File: src/hdl/dcache_pkg.sv
package dcache_pkg;

   // geometry of the cache
   localparam int word_width  = 32;
   localparam int num_sets    = 8;
   localparam int index_width = 3;
   localparam int num_ways    = 2;

   // address bits above set index and block offset
   localparam int tag_width   = 26;

   // address layout
   // [31:6] tag, [5:3] set index, [2] word in block, [1:0] byte, ignored

   typedef logic [word_width-1:0]  word_t;
   typedef logic [tag_width-1:0]   tag_t;
   typedef logic [index_width-1:0] index_t;

   // controller states
   // nine states, so the encoding needs four bits
   typedef enum logic [3:0] {
      idle,
      wb_word0,
      wb_word1,
      fill_word0,
      fill_word1,
      flush_scan,
      flush_word0,
      flush_word1,
      halted
   } cache_state_t;

endpackage

File: src/hdl/dcache_ctrl.sv
`timescale 1ns/1ps

module dcache_ctrl (
   input  logic               CLK,
   input  logic               nRST,
   input  logic               dmemren,
   input  logic               dmemwen,
   input  dcache_pkg::word_t  dmemaddr,
   input  dcache_pkg::word_t  dmemstore,
   input  logic               halt,
   input  logic               hit,
   input  logic               hit_way,
   input  logic               lru_way_out,
   input  dcache_pkg::tag_t   way0_tag,
   input  dcache_pkg::tag_t   way1_tag,
   input  logic               way0_valid,
   input  logic               way1_valid,
   input  logic               way0_dirty,
   input  logic               way1_dirty,
   input  dcache_pkg::word_t  way0_word0,
   input  dcache_pkg::word_t  way0_word1,
   input  dcache_pkg::word_t  way1_word0,
   input  dcache_pkg::word_t  way1_word1,
   input  dcache_pkg::word_t  dload,
   input  logic               dwait,
   output logic               dhit,
   output logic               flushed,
   output logic               dren,
   output logic               dwen,
   output dcache_pkg::word_t  daddr,
   output dcache_pkg::word_t  dstore,
   output dcache_pkg::index_t set_index,
   output logic               wr_en,
   output logic               wr_way,
   output logic               wr_word,
   output dcache_pkg::word_t  wr_data,
   output logic               fill_tag_en,
   output dcache_pkg::tag_t   fill_tag,
   output logic               set_valid,
   output logic               set_dirty,
   output logic               clr_dirty,
   output logic               lru_en,
   output logic               lru_way
);
   import dcache_pkg::*;

   cache_state_t state;
   cache_state_t next_state;

   // flush walk position, msb picks the way, low bits the set
   logic [$clog2(num_ways)+index_width-1:0] flush_row;

   logic  victim_way;
   logic  req;
   logic  in_flush;
   logic  mem_word;
   // block used by write-back, fill and flush
   logic  tgt_way;
   tag_t  tgt_tag;
   logic  tgt_busy;
   word_t tgt_word0;
   word_t tgt_word1;

   assign req      = dmemren || dmemwen;
   assign in_flush = state inside {flush_scan, flush_word0, flush_word1, halted};
   assign mem_word = state inside {wb_word1, fill_word1, flush_word1};

   assign set_index = in_flush ? flush_row[index_width-1:0] : dmemaddr[5:3];

   // in idle the candidate victim is the way not used last
   always_comb
   begin
      if (in_flush)
         tgt_way = flush_row[index_width];
      else if (state == idle)
         tgt_way = !lru_way_out;
      else
         tgt_way = victim_way;
   end

   assign tgt_tag   = tgt_way ? way1_tag : way0_tag;
   assign tgt_word0 = tgt_way ? way1_word0 : way0_word0;
   assign tgt_word1 = tgt_way ? way1_word1 : way0_word1;
   // valid and dirty, so it must go back to memory
   assign tgt_busy  = tgt_way ? (way1_valid && way1_dirty) : (way0_valid && way0_dirty);

   always_ff @(posedge CLK or negedge nRST)
   begin
      if (!nRST)
      begin
         state      <= idle;
         flush_row  <= '0;
         victim_way <= 1'b0;
      end
      else
      begin
         state <= next_state;
         // lru cannot change during a miss, so the choice made in idle holds
         if (state == idle)
            victim_way <= tgt_way;
         if (state == flush_scan && !tgt_busy && !(&flush_row))
            flush_row <= flush_row + 1'b1;
      end
   end

   always_comb
   begin
      next_state = state;
      case (state)
         idle:
         begin
            if (halt)
               next_state = flush_scan;
            else if (req && !hit)
               next_state = tgt_busy ? wb_word0 : fill_word0;
         end
         wb_word0:    if (!dwait) next_state = wb_word1;
         wb_word1:    if (!dwait) next_state = fill_word0;
         fill_word0:  if (!dwait) next_state = fill_word1;
         fill_word1:  if (!dwait) next_state = idle;
         flush_scan:
         begin
            // a written-back block is rescanned once, then found clean
            if (tgt_busy)
               next_state = flush_word0;
            else if (&flush_row)
               next_state = halted;
         end
         flush_word0: if (!dwait) next_state = flush_word1;
         flush_word1: if (!dwait) next_state = flush_scan;
         halted:      next_state = halted;
         default:     next_state = idle;
      endcase
   end

   // processor side
   assign dhit    = (state == idle) && req && hit;
   assign flushed = (state == halted);

   // memory side
   assign dren = state inside {fill_word0, fill_word1};
   assign dwen = state inside {wb_word0, wb_word1, flush_word0, flush_word1};

   always_comb
   begin
      daddr  = '0;
      dstore = '0;
      if (dren)
         daddr = {dmemaddr[31:3], mem_word, 2'b00};
      else if (dwen)
      begin
         // victim address rebuilt from stored tag and set
         daddr  = {tgt_tag, set_index, mem_word, 2'b00};
         dstore = mem_word ? tgt_word1 : tgt_word0;
      end
   end

   // store commands
   assign fill_tag = dmemaddr[31:6];
   assign lru_en   = dhit;
   assign lru_way  = hit_way;

   always_comb
   begin
      wr_en       = 1'b0;
      wr_way      = tgt_way;
      wr_word     = mem_word;
      wr_data     = dload;
      fill_tag_en = 1'b0;
      set_valid   = 1'b0;
      set_dirty   = 1'b0;
      clr_dirty   = 1'b0;
      case (state)
         idle:
         begin
            // write hit
            wr_way    = hit_way;
            wr_word   = dmemaddr[2];
            wr_data   = dmemstore;
            wr_en     = dhit && dmemwen;
            set_dirty = dhit && dmemwen;
         end
         fill_word0:
            wr_en = !dwait;
         fill_word1:
         begin
            wr_en       = !dwait;
            fill_tag_en = !dwait;
            set_valid   = !dwait;
            set_dirty   = !dwait && dmemwen;
         end
         // second word accepted, block is clean
         wb_word1, flush_word1:
            clr_dirty = !dwait;
         default:
            wr_en = 1'b0;
      endcase
   end

   assert property (@(posedge CLK) disable iff (!nRST) !(dren && dwen))
      else $error("dcache_ctrl: dren and dwen both high");

   // request held steady while memory stalls
   assert property (@(posedge CLK) disable iff (!nRST)
      (dren || dwen) && dwait |=> $stable(daddr) && $stable(dstore))
      else $error("dcache_ctrl: memory request changed under dwait");

endmodule

File: src/hdl/dcache_lookup.sv
`timescale 1ns/1ps

module dcache_lookup (
   input  dcache_pkg::tag_t  req_tag,
   input  logic              word_sel,
   input  dcache_pkg::tag_t  way0_tag,
   input  dcache_pkg::tag_t  way1_tag,
   input  logic              way0_valid,
   input  logic              way1_valid,
   input  dcache_pkg::word_t way0_word0,
   input  dcache_pkg::word_t way0_word1,
   input  dcache_pkg::word_t way1_word0,
   input  dcache_pkg::word_t way1_word1,
   output logic              hit,
   output logic              hit_way,
   output dcache_pkg::word_t load_word
);
   import dcache_pkg::*;

   logic  way0_match;
   logic  way1_match;
   word_t way0_sel;
   word_t way1_sel;

   // tag compare, only valid blocks count
   assign way0_match = way0_valid && (way0_tag == req_tag);
   assign way1_match = way1_valid && (way1_tag == req_tag);

   assign hit     = way0_match || way1_match;
   // way1 reported only when it matches
   assign hit_way = way1_match;

   // word within the block
   assign way0_sel = word_sel ? way0_word1 : way0_word0;
   assign way1_sel = word_sel ? way1_word1 : way1_word0;

   assign load_word = hit_way ? way1_sel : way0_sel;

   // a block is never filled into a set that already holds its tag
   always_comb
   begin
      if (way0_valid && way1_valid)
      begin
         assert (way0_tag != way1_tag)
            else $error("dcache_lookup: both ways hold the same tag");
      end
   end

endmodule

File: src/hdl/dcache_store.sv
`timescale 1ns/1ps

module dcache_store (
   input  logic               CLK,
   input  logic               nRST,
   input  dcache_pkg::index_t set_index,
   input  logic               wr_en,
   input  logic               wr_way,
   input  logic               wr_word,
   input  dcache_pkg::word_t  wr_data,
   input  logic               fill_tag_en,
   input  dcache_pkg::tag_t   fill_tag,
   input  logic               set_valid,
   input  logic               set_dirty,
   input  logic               clr_dirty,
   input  logic               lru_en,
   input  logic               lru_way,
   output dcache_pkg::tag_t   way0_tag,
   output dcache_pkg::tag_t   way1_tag,
   output logic               way0_valid,
   output logic               way1_valid,
   output logic               way0_dirty,
   output logic               way1_dirty,
   output dcache_pkg::word_t  way0_word0,
   output dcache_pkg::word_t  way0_word1,
   output dcache_pkg::word_t  way1_word0,
   output dcache_pkg::word_t  way1_word1,
   output logic               lru_way_out
);
   import dcache_pkg::*;

   // tag and data arrays, first index is the way
   tag_t  tag_mem   [num_ways][num_sets];
   word_t word0_mem [num_ways][num_sets];
   word_t word1_mem [num_ways][num_sets];

   // status bits, one per block
   logic [num_sets-1:0] valid_bits [num_ways];
   logic [num_sets-1:0] dirty_bits [num_ways];

   // most recently used way of each set
   logic [num_sets-1:0] mru_bits;

   // block status, cleared on reset
   always_ff @(posedge CLK or negedge nRST)
   begin
      if (!nRST)
      begin
         for (int w = 0; w < num_ways; w++)
         begin
            valid_bits[w] <= '0;
            dirty_bits[w] <= '0;
         end
         mru_bits <= '0;
      end
      else
      begin
         if (set_valid)
            valid_bits[wr_way][set_index] <= 1'b1;
         // a fill for a pending write marks the block dirty right away
         if (set_dirty)
            dirty_bits[wr_way][set_index] <= 1'b1;
         else if (clr_dirty)
            dirty_bits[wr_way][set_index] <= 1'b0;
         if (lru_en)
            mru_bits[set_index] <= lru_way;
      end
   end

   // tags and words
   always_ff @(posedge CLK)
   begin
      if (fill_tag_en)
         tag_mem[wr_way][set_index] <= fill_tag;
      if (wr_en && !wr_word)
         word0_mem[wr_way][set_index] <= wr_data;
      if (wr_en && wr_word)
         word1_mem[wr_way][set_index] <= wr_data;
   end

   // addressed set, read combinationally
   assign way0_tag    = tag_mem[0][set_index];
   assign way1_tag    = tag_mem[1][set_index];
   assign way0_valid  = valid_bits[0][set_index];
   assign way1_valid  = valid_bits[1][set_index];
   assign way0_dirty  = dirty_bits[0][set_index];
   assign way1_dirty  = dirty_bits[1][set_index];
   assign way0_word0  = word0_mem[0][set_index];
   assign way0_word1  = word1_mem[0][set_index];
   assign way1_word0  = word0_mem[1][set_index];
   assign way1_word1  = word1_mem[1][set_index];
   assign lru_way_out = mru_bits[set_index];

   // the controller must not set and clear dirty in one cycle
   assert property (@(posedge CLK) disable iff (!nRST) !(set_dirty && clr_dirty))
      else $error("dcache_store: set_dirty and clr_dirty both high");

endmodule

File: src/hdl/dcache_top.sv
`timescale 1ns/1ps

module dcache_top (
   input  logic              CLK,
   input  logic              nRST,
   input  logic              dmemren,
   input  logic              dmemwen,
   input  dcache_pkg::word_t dmemaddr,
   input  dcache_pkg::word_t dmemstore,
   input  logic              halt,
   input  dcache_pkg::word_t dload,
   input  logic              dwait,
   output logic              dhit,
   output dcache_pkg::word_t dmemload,
   output logic              flushed,
   output logic              dren,
   output logic              dwen,
   output dcache_pkg::word_t daddr,
   output dcache_pkg::word_t dstore
);
   import dcache_pkg::*;

   // store to lookup and controller
   tag_t   way0_tag, way1_tag;
   logic   way0_valid, way1_valid;
   logic   way0_dirty, way1_dirty;
   word_t  way0_word0, way0_word1, way1_word0, way1_word1;
   logic   lru_way_out;

   // lookup to controller
   logic   hit, hit_way;

   // controller to store
   index_t set_index;
   logic   wr_en, wr_way, wr_word;
   word_t  wr_data;
   logic   fill_tag_en;
   tag_t   fill_tag;
   logic   set_valid, set_dirty, clr_dirty;
   logic   lru_en, lru_way;

   dcache_store dcache_store_i (
      .CLK, .nRST, .set_index, .wr_en, .wr_way, .wr_word, .wr_data,
      .fill_tag_en, .fill_tag, .set_valid, .set_dirty, .clr_dirty, .lru_en, .lru_way,
      .way0_tag, .way1_tag, .way0_valid, .way1_valid, .way0_dirty, .way1_dirty,
      .way0_word0, .way0_word1, .way1_word0, .way1_word1, .lru_way_out
   );

   dcache_lookup dcache_lookup_i (
      .req_tag (dmemaddr[31:6]),
      .word_sel (dmemaddr[2]),
      .way0_tag, .way1_tag, .way0_valid, .way1_valid,
      .way0_word0, .way0_word1, .way1_word0, .way1_word1,
      .hit, .hit_way,
      .load_word (dmemload)
   );

   dcache_ctrl dcache_ctrl_i (
      .CLK, .nRST, .dmemren, .dmemwen, .dmemaddr, .dmemstore, .halt,
      .hit, .hit_way, .lru_way_out,
      .way0_tag, .way1_tag, .way0_valid, .way1_valid, .way0_dirty, .way1_dirty,
      .way0_word0, .way0_word1, .way1_word0, .way1_word1,
      .dload, .dwait, .dhit, .flushed, .dren, .dwen, .daddr, .dstore,
      .set_index, .wr_en, .wr_way, .wr_word, .wr_data, .fill_tag_en, .fill_tag,
      .set_valid, .set_dirty, .clr_dirty, .lru_en, .lru_way
   );

   // the flush walk leaves no valid block dirty in either way
   assert property (@(posedge CLK) disable iff (!nRST)
      dcache_ctrl_i.state == halted
      |-> ((dcache_store_i.valid_bits[0] & dcache_store_i.dirty_bits[0]) == '0)
          && ((dcache_store_i.valid_bits[1] & dcache_store_i.dirty_bits[1]) == '0))
      else $error("dcache_top: dirty block left after flush");

endmodule

File: config.mk
export PLATFORM = sky130hd
export DESIGN_NAME = dcache_top
export DESIGN_NICKNAME = d
export VERILOG_FILES = /design/src/hdl/dcache_pkg.sv /design/src/hdl/dcache_ctrl.sv /design/src/hdl/dcache_lookup.sv /design/src/hdl/dcache_store.sv /design/src/hdl/dcache_top.sv
export SDC_FILE = /design/constraint.sdc
export NUM_CORES = 2
export LEC_CHECK = 0
export BUFFER_PORTS_ARGS = -buffer_cell sky130_fd_sc_hd__buf_2
export CORE_UTILIZATION = 30
export DETAILED_ROUTE_END_ITERATION = 7
export SETUP_SLACK_MARGIN = 0.5
export SYNTH_ARGS = -nofsm -noshare
export SYNTH_HDL_FRONTEND = slang
export SYNTH_SLANG_ARGS = --single-unit
File: constraint.sdc
create_clock -name CLK -period 18.42 [get_ports CLK]
set_input_delay 0.921 -clock CLK [delete_from_list [all_inputs] [get_ports CLK]]
set_output_delay 0.921 -clock CLK [all_outputs]
set_load 0.005 [all_outputs]
Word-level counts from Yosys, hierarchy flattened
Memory sizes are Yosys's and may differ from the RTL's.
Cells that the tools add are included.

word-level totals
  flip-flop bits (word level) = 49
  logic and storage cells = 155
  memories kept = 3
  output and inout bits = 100
  memory bits (writable) = 1,440

memories
  name                      words  bits a word  rd ports  clocked after Yosys merged registers in  wr ports  line                source
  dcache_store_i.word0_mem  2      256          2         0                                        1         dcache_store.sv:34  word_t word0_mem [num_ways][num_sets];
  dcache_store_i.word1_mem  2      256          2         0                                        1         dcache_store.sv:35  word_t word1_mem [num_ways][num_sets];
  dcache_store_i.tag_mem    2      208          2         0                                        1         dcache_store.sv:33  tag_t tag_mem [num_ways][num_sets];

cells by class
  reduce and logical (&&, ||, !) cells = 34
  equal/unequal tests = 18
  magnitude comparators = 6
  bitwise operators = 6
  add/subtract/negate cells = 1
  mux-type cells = 79

operators with widths
  cell                                                                   number
  32-bit two-way mux                                                     20
  256-bit two-way mux                                                    2
  32-bit binary-select mux with 3-bit select                             4
  208-bit two-way mux                                                    1
  26-bit binary-select mux with 3-bit select                             2
  26-bit two-way mux                                                     6
  32-bit demux with 3-bit select                                         1
  26-bit demux with 3-bit select                                         1
  26-bit equality test                                                   2
  4-bit two-way mux                                                      10
  4-bit one-hot mux with 9 select lines                                  1
  16-bit two-way mux                                                     2
  16-bit OR                                                              2
  16-bit AND                                                             1
  4-bit by 3-bit equality test with 1-bit output, second input constant  4
  1-bit logical AND                                                      16
  1-bit two-way mux                                                      16
  16-bit NOT                                                             1
  1-bit binary-select mux with 3-bit select                              5
  2-bit inequality test, second input constant                           6
  8-bit bitwise mux                                                      1
  8-bit demux with 1-bit select                                          1
  4-bit by 2-bit equality test with 1-bit output, second input constant  2
  8-bit two-way mux                                                      1
  other kinds (26)                                                       36

Depth between registers and ports, before layout
  depth after elaboration = 19
  mapped depth = 20
  gate-level depth less buffers = 13

By module
A second synthesis with hierarchy kept.

second synthesis, totals
  cells, all modules = 2,985
  area total of the unflattened synthesis = 60,834.6 um^2

by module, submodules not included
  module         area each (um^2)  cells each  sequential area each (um^2)  instances
  dcache_store   56,405.3          2,465       44,242.4                     1
  dcache_ctrl    3,061.7           410         225.2                        1
  dcache_lookup  1,367.6           110         0.0                          1

Worst setup path after synthesis
Ideal clock, no wire load.

  path type = input to register
  start point = in dmemaddr[4]
  end point = mem dcache_store_i.word0_mem[0][0] (netlist bit) (enable)
  required time = 17.959 ns
  library setup time = 0.461 ns
  slack = 11.921 ns
  stages = 13
  arrival time = 6.038 ns
  path through = o21a_1 o21ai_1 nand3_4 buf_6 mux2_4 a22o_1 nor4_1 a31oi_1 a2111oi_2 nand4_1 o21a_1 o32a_4 nor3_1

on the way
  longest elaborated chain between the ends = 14
  elaborated cells between the ends (all ways) = 34
  those cells by class = order compare (2); eq/ne (2); mux (21); bitwise (1); reduce/logical (8)

RTL lines
  item                                                           line                                                        source
  from (decl)                                                    dcache_top.sv:8                                             input dcache_pkg::word_t dmemaddr,
  3-bit two-way mux (*)                                          dcache_ctrl.sv:68                                           assign set_index = in_flush ? flush_row[index_width-1:0] : dmemaddr[5:3];
  3-bit NOT with 4-bit output (implied by the code)              dcache_store.sv:76, dcache_store.sv:82, dcache_store.sv:83
  26-bit binary-select mux with 3-bit select (on tied branches)  dcache_store.sv:82, dcache_store.sv:83
  26-bit two-way mux (on tied branches) (2 in series)            dcache_store.sv:82, dcache_store.sv:83
  26-bit equality test (on tied branches)                        dcache_lookup.sv:26, dcache_lookup.sv:27
  1-bit logical AND (on tied branches)                           dcache_lookup.sv:26, dcache_lookup.sv:27
  1-bit logical OR                                               dcache_lookup.sv:29                                         assign hit = way0_match || way1_match;
  1-bit logical AND                                              dcache_ctrl.sv:137                                          assign dhit = (state == idle) && req && hit;
  1-bit logical AND                                              dcache_ctrl.sv:180                                          wr_en = dhit && dmemwen;
  1-bit one-hot mux with 2 select lines                          dcache_ctrl.sv:173                                          case (state)
  1-bit logical AND                                              dcache_store.sv:75                                          if (wr_en && !wr_word)
  1-bit two-way mux                                              dcache_store.sv:75
  256-bit two-way mux (implied by the code)                      dcache_store.sv:76                                          word0_mem[wr_way][set_index] <= wr_data;
  to (decl)                                                      dcache_store.sv:34

Mark *: on every way between the ends. The rest lies on a longest branch, timed or not. The select of a mux whose other input is x is not followed.

Worst setup path in the final report
  start point = reg dcache_ctrl_i.state[1]
  end point = mem dcache_store_i.word1_mem[0][125] (netlist bit) (enable)

on the way
  longest elaborated chain between the ends = 16
  elaborated cells between the ends (all ways) = 47
  those cells by class = order compare (2); eq/ne (9); mux (22); bitwise (1); reduce/logical (13)

RTL lines
  item                                                                          line                                                        source
  from (decl)                                                                   dcache_ctrl.sv:47                                           cache_state_t state;
  from (signal assigned)                                                        dcache_ctrl.sv:91                                           state <= idle;
  from (signal assigned)                                                        dcache_ctrl.sv:97                                           state <= next_state;
  4-bit by 3-bit equality test with 1-bit output, or another cell as far along  dcache_ctrl.sv:65                                           assign in_flush = state inside {flush_scan, flush_word0, flush_word1, halted};
  4-bit nonzero test                                                            dcache_ctrl.sv:65
  3-bit two-way mux                                                             dcache_ctrl.sv:68
  3-bit NOT with 4-bit output (implied by the code)                             dcache_store.sv:78, dcache_store.sv:82, dcache_store.sv:83
  26-bit binary-select mux with 3-bit select (on tied branches)                 dcache_store.sv:82, dcache_store.sv:83
  26-bit two-way mux (on tied branches) (2 in series)                           dcache_store.sv:82, dcache_store.sv:83
  26-bit equality test (on tied branches)                                       dcache_lookup.sv:26, dcache_lookup.sv:27
  1-bit logical AND (on tied branches)                                          dcache_lookup.sv:26, dcache_lookup.sv:27
  1-bit logical OR                                                              dcache_lookup.sv:29
  1-bit logical AND                                                             dcache_ctrl.sv:137
  1-bit logical AND                                                             dcache_ctrl.sv:180
  1-bit one-hot mux with 2 select lines                                         dcache_ctrl.sv:173
  1-bit logical AND                                                             dcache_store.sv:77                                          if (wr_en && wr_word)
  1-bit two-way mux                                                             dcache_store.sv:77
  256-bit two-way mux (implied by the code)                                     dcache_store.sv:78                                          word1_mem[wr_way][set_index] <= wr_data;
  to (decl)                                                                     dcache_store.sv:35

Parallel ways exist; a longest one is shown, timed or not. The select of a mux whose other input is x is not followed.

==> impl_metrics.ini <==
[worst_setup_path]
cp-end-kind = register
required_ns = 18.83
crit_buf_inv = 4
cpMostUsedCell = buf_4
cp_slowest_cell = nor3_4
startpoint = dcache_ctrl_i.state[1]
worstPathMaxFanout = 56
critPathTopFamily = simple AND/OR/NAND/NOR gates
crit_path_max_incr_delay_ns = 0.94
worstReg2RegStart = dcache_ctrl_i.state[1]
crit_chain = or2_1 > nand3_1 > nand3_4 > buf_4 > buf_4 > buf_4 > mux2_2 > a22o_1 > nor4_1 > a31oi_1 > a2111oi_2 > nand4_1 > o21a_1 > o32a_4 > nor3_4 > buf_4
worstPathArrival_ns = 9.99
startpoint_type = register
path_class = reg -> reg

[timing]
hold_slack_ns = 0.230
finalHoldViolations = 0
setup_tns_ns = 0
worstMarginPinSlew_ns = 1.31
setup_viol = 0
period_minus_slack_ns = 9.57
fin_skew_ns = 0.0515
fmax_mhz = 104
min_period_over_period = 0.520
worst_slack_ns = 8.85
rsz0062_at_grt = false
slew-limit-headroom = 0.127
slew_viol_final = 0

[cts]
cts_buffer_depth = 3
cts-buffers-inserted = 146
clock_sinks = 1489
post_cts_buffers = 0
cts-root-buf = clkbuf_16
postCtsHoldBufs = 0
tritoncts = yes
cts_resized = 0
clkTransAtPathRegs_ns = 0.06
htreeDepth = 4
clk_latency_ns = 0.81

[yosys]
yosys_warnings = 0
netlist_instances = 4251
synth_top_area_cell = edfxtp_1
syn_area_per_cell_um2 = 14.4
seq_area_frac_synth = 0.724
synth_edf_count = 1440
synthTopCellsByArea = edfxtp_1, nand2_1, mux2i_1, a22oi_1, a21oi_1
synth_top_area_share = 0.704
syn_area_um2 = 61400
synthFlopType = edfxtp_1
netlist-cell-type-count = 81
synth_seq_cells = 1489
async_flop_share = 0.0329

[route]
drt-initial-drc-count = 5071
viasPerCell = 5.54
drc = 0
via_count = 39900
firstDrtPassIters = 7
ant_nets = 0
routedWlPerCell_um = 27.6
totalWireLength_mm = 198

[min_path]
hp-class = in -> async

[die]
dieArea_um2 = 207000
io-pin-count = 202
core-area_um2 = 203000
num_rows = 165
start_util = 0.303
die_w_um = 454
fp.dieH_um = 454

[power]
internal_power_mw = 7.39
power.density_nw_per_um2 = 178
p_comb_frac = 0.429
ir_worst_vdd_mv = 0.152
leakagePower_nw = 23.3
switching_share = 0.410
share_seq_of_total_power = 0.337
p_total_mw = 12.5
switchingPower_mw = 5.14
p_clk_frac = 0.234

[finish]
final_cell_mix = edfxtp_1, nand2_1, a21oi_1
finalNetCount = 4516
drive_above_1_share = 0.151
finalInstanceArea_um2 = 70400
layout.cells.non_filler = 7198
post-route-util = 0.347
area_delta_synth_final_pct = 14.6
final_common_cell = edfxtp_1

[placement]
place_inst = 6937
place_ws_ns = 9.00
placement.io_buffers = 197
gp_congestion = 0.797
hpwl_mm = 105
placedInstanceArea_um2 = 65800

[global_route]
antenna_found_initial = 26
grt_usage = 0.187
grt-ovfl-total = 0
grt_pass1_wl_mm = 277
grt_start_max_net_pins = 138
grt_pass1_vias = 37100

[outcome]
status = finished, final reports clean

[job]
maxCapViolations = 0
state kept, by name, summed over array words and instances (netlist names), named ones only:
| name | flops |
|---|---|
| dcache_store_i.tag_mem | 416 |
| dcache_store_i.mru_bits | 8 |
| dcache_store_i.word0_mem | 512 |
| dcache_ctrl_i.flush_row | 4 |
| dcache_ctrl_i.state | 4 |
| dcache_store_i.word1_mem | 512 |
| dcache_ctrl_i.victim_way | 1 |
| dcache_store_i.valid_bits | 16 |
final cells by class:
| type | count | area (um2) |
|---|---|---|
| Antenna cell | 5 | 12.5 |
| Clock buffer | 190 | 3860 |
| Clock inverter | 66 | 753 |
| Fill cell | 19400 | 132000 |
| Inverter | 21 | 78.8 |
| Multi-Input combinational cell | 2448 | 16000 |
| Sequential cell | 1489 | 44500 |
| Tap cell | 2672 | 3340 |
| Timing Repair Buffer | 307 | 1840 |
metal layers:
layer,vias up,global-route usage,wire length (um)
met5,-,0,33
met4,6,0.0572,5930
met3,356,0.0506,21800
met2,2367,0.291,90000
met1,20300,0.255,80600
li1,16900,-,-
cells by family (layout without fill, tap and decap cells):
| group | after synthesis | in the layout | share of synthesized area |
|---|---|---|---|
| flip-flops | 1489 | 1489 | 0.724 |
| AND/OR/NAND/NOR | 1079 | 1079 | 0.0791 |
| AO/OA/AOI/OAI | 1025 | 1025 | 0.112 |
| buffers and inverters | 315 | 584 | 0.0225 |
| multiplexers | 292 | 292 | 0.0554 |
| XOR/XNOR | 49 | 49 | 0.00699 |
| adder cells (fa/ha/maj) | 1 | 1 | 0.000204 |
| other | 1 | 7 | 0.0000611 |
cells in the mapped netlist (all sizes together), types with 18 or more instances:
cell    instances
o211ai         33
nand3          90
buf           140
nand4          75
nor3           67
a211oi         57
mux2           43
edfxtp       1440
mux4           32
clkbuf        154
a221oi         19
a22oi         273
o22ai          27
xnor2          25
a31oi          18
nor2          145
nand2         603
dfrtp          49
or2            20
o21ai         124
o21a           18
mux2i         217
inv            21
a21oi         295
a22o           49
xor2           24
a221o          23
power groups by stage:
stage	registers (mW)	clock network [mW]	logic (mW)
after floorplan	4.25	0	3.15
after global placement	4.28	0	5.26
after detailed placement	4.29	0	5.30
after CTS	4.22	2.97	5.32
after global routing	4.23	3.10	5.72
final	4.22	2.93	5.37
path summary, 6_finish.rpt:
check                                                   end  slack (ns)  depth (start not counted)
max                        dcache_store_i.word1_mem[0][125]        8.85                         16
min                              dcache_store_i.mru_bits[0]        0.23                          2
max reg2reg                dcache_store_i.word1_mem[0][125]        8.85                         16
min reg2reg                   dcache_store_i.valid_bits[12]        0.47                          1
max in group asynchronous        dcache_ctrl_i.flush_row[0]       17.73                          2
min in group CLK              dcache_store_i.valid_bits[12]        0.47                          1
Note: power is estimated with default switching activity, not from simulation.
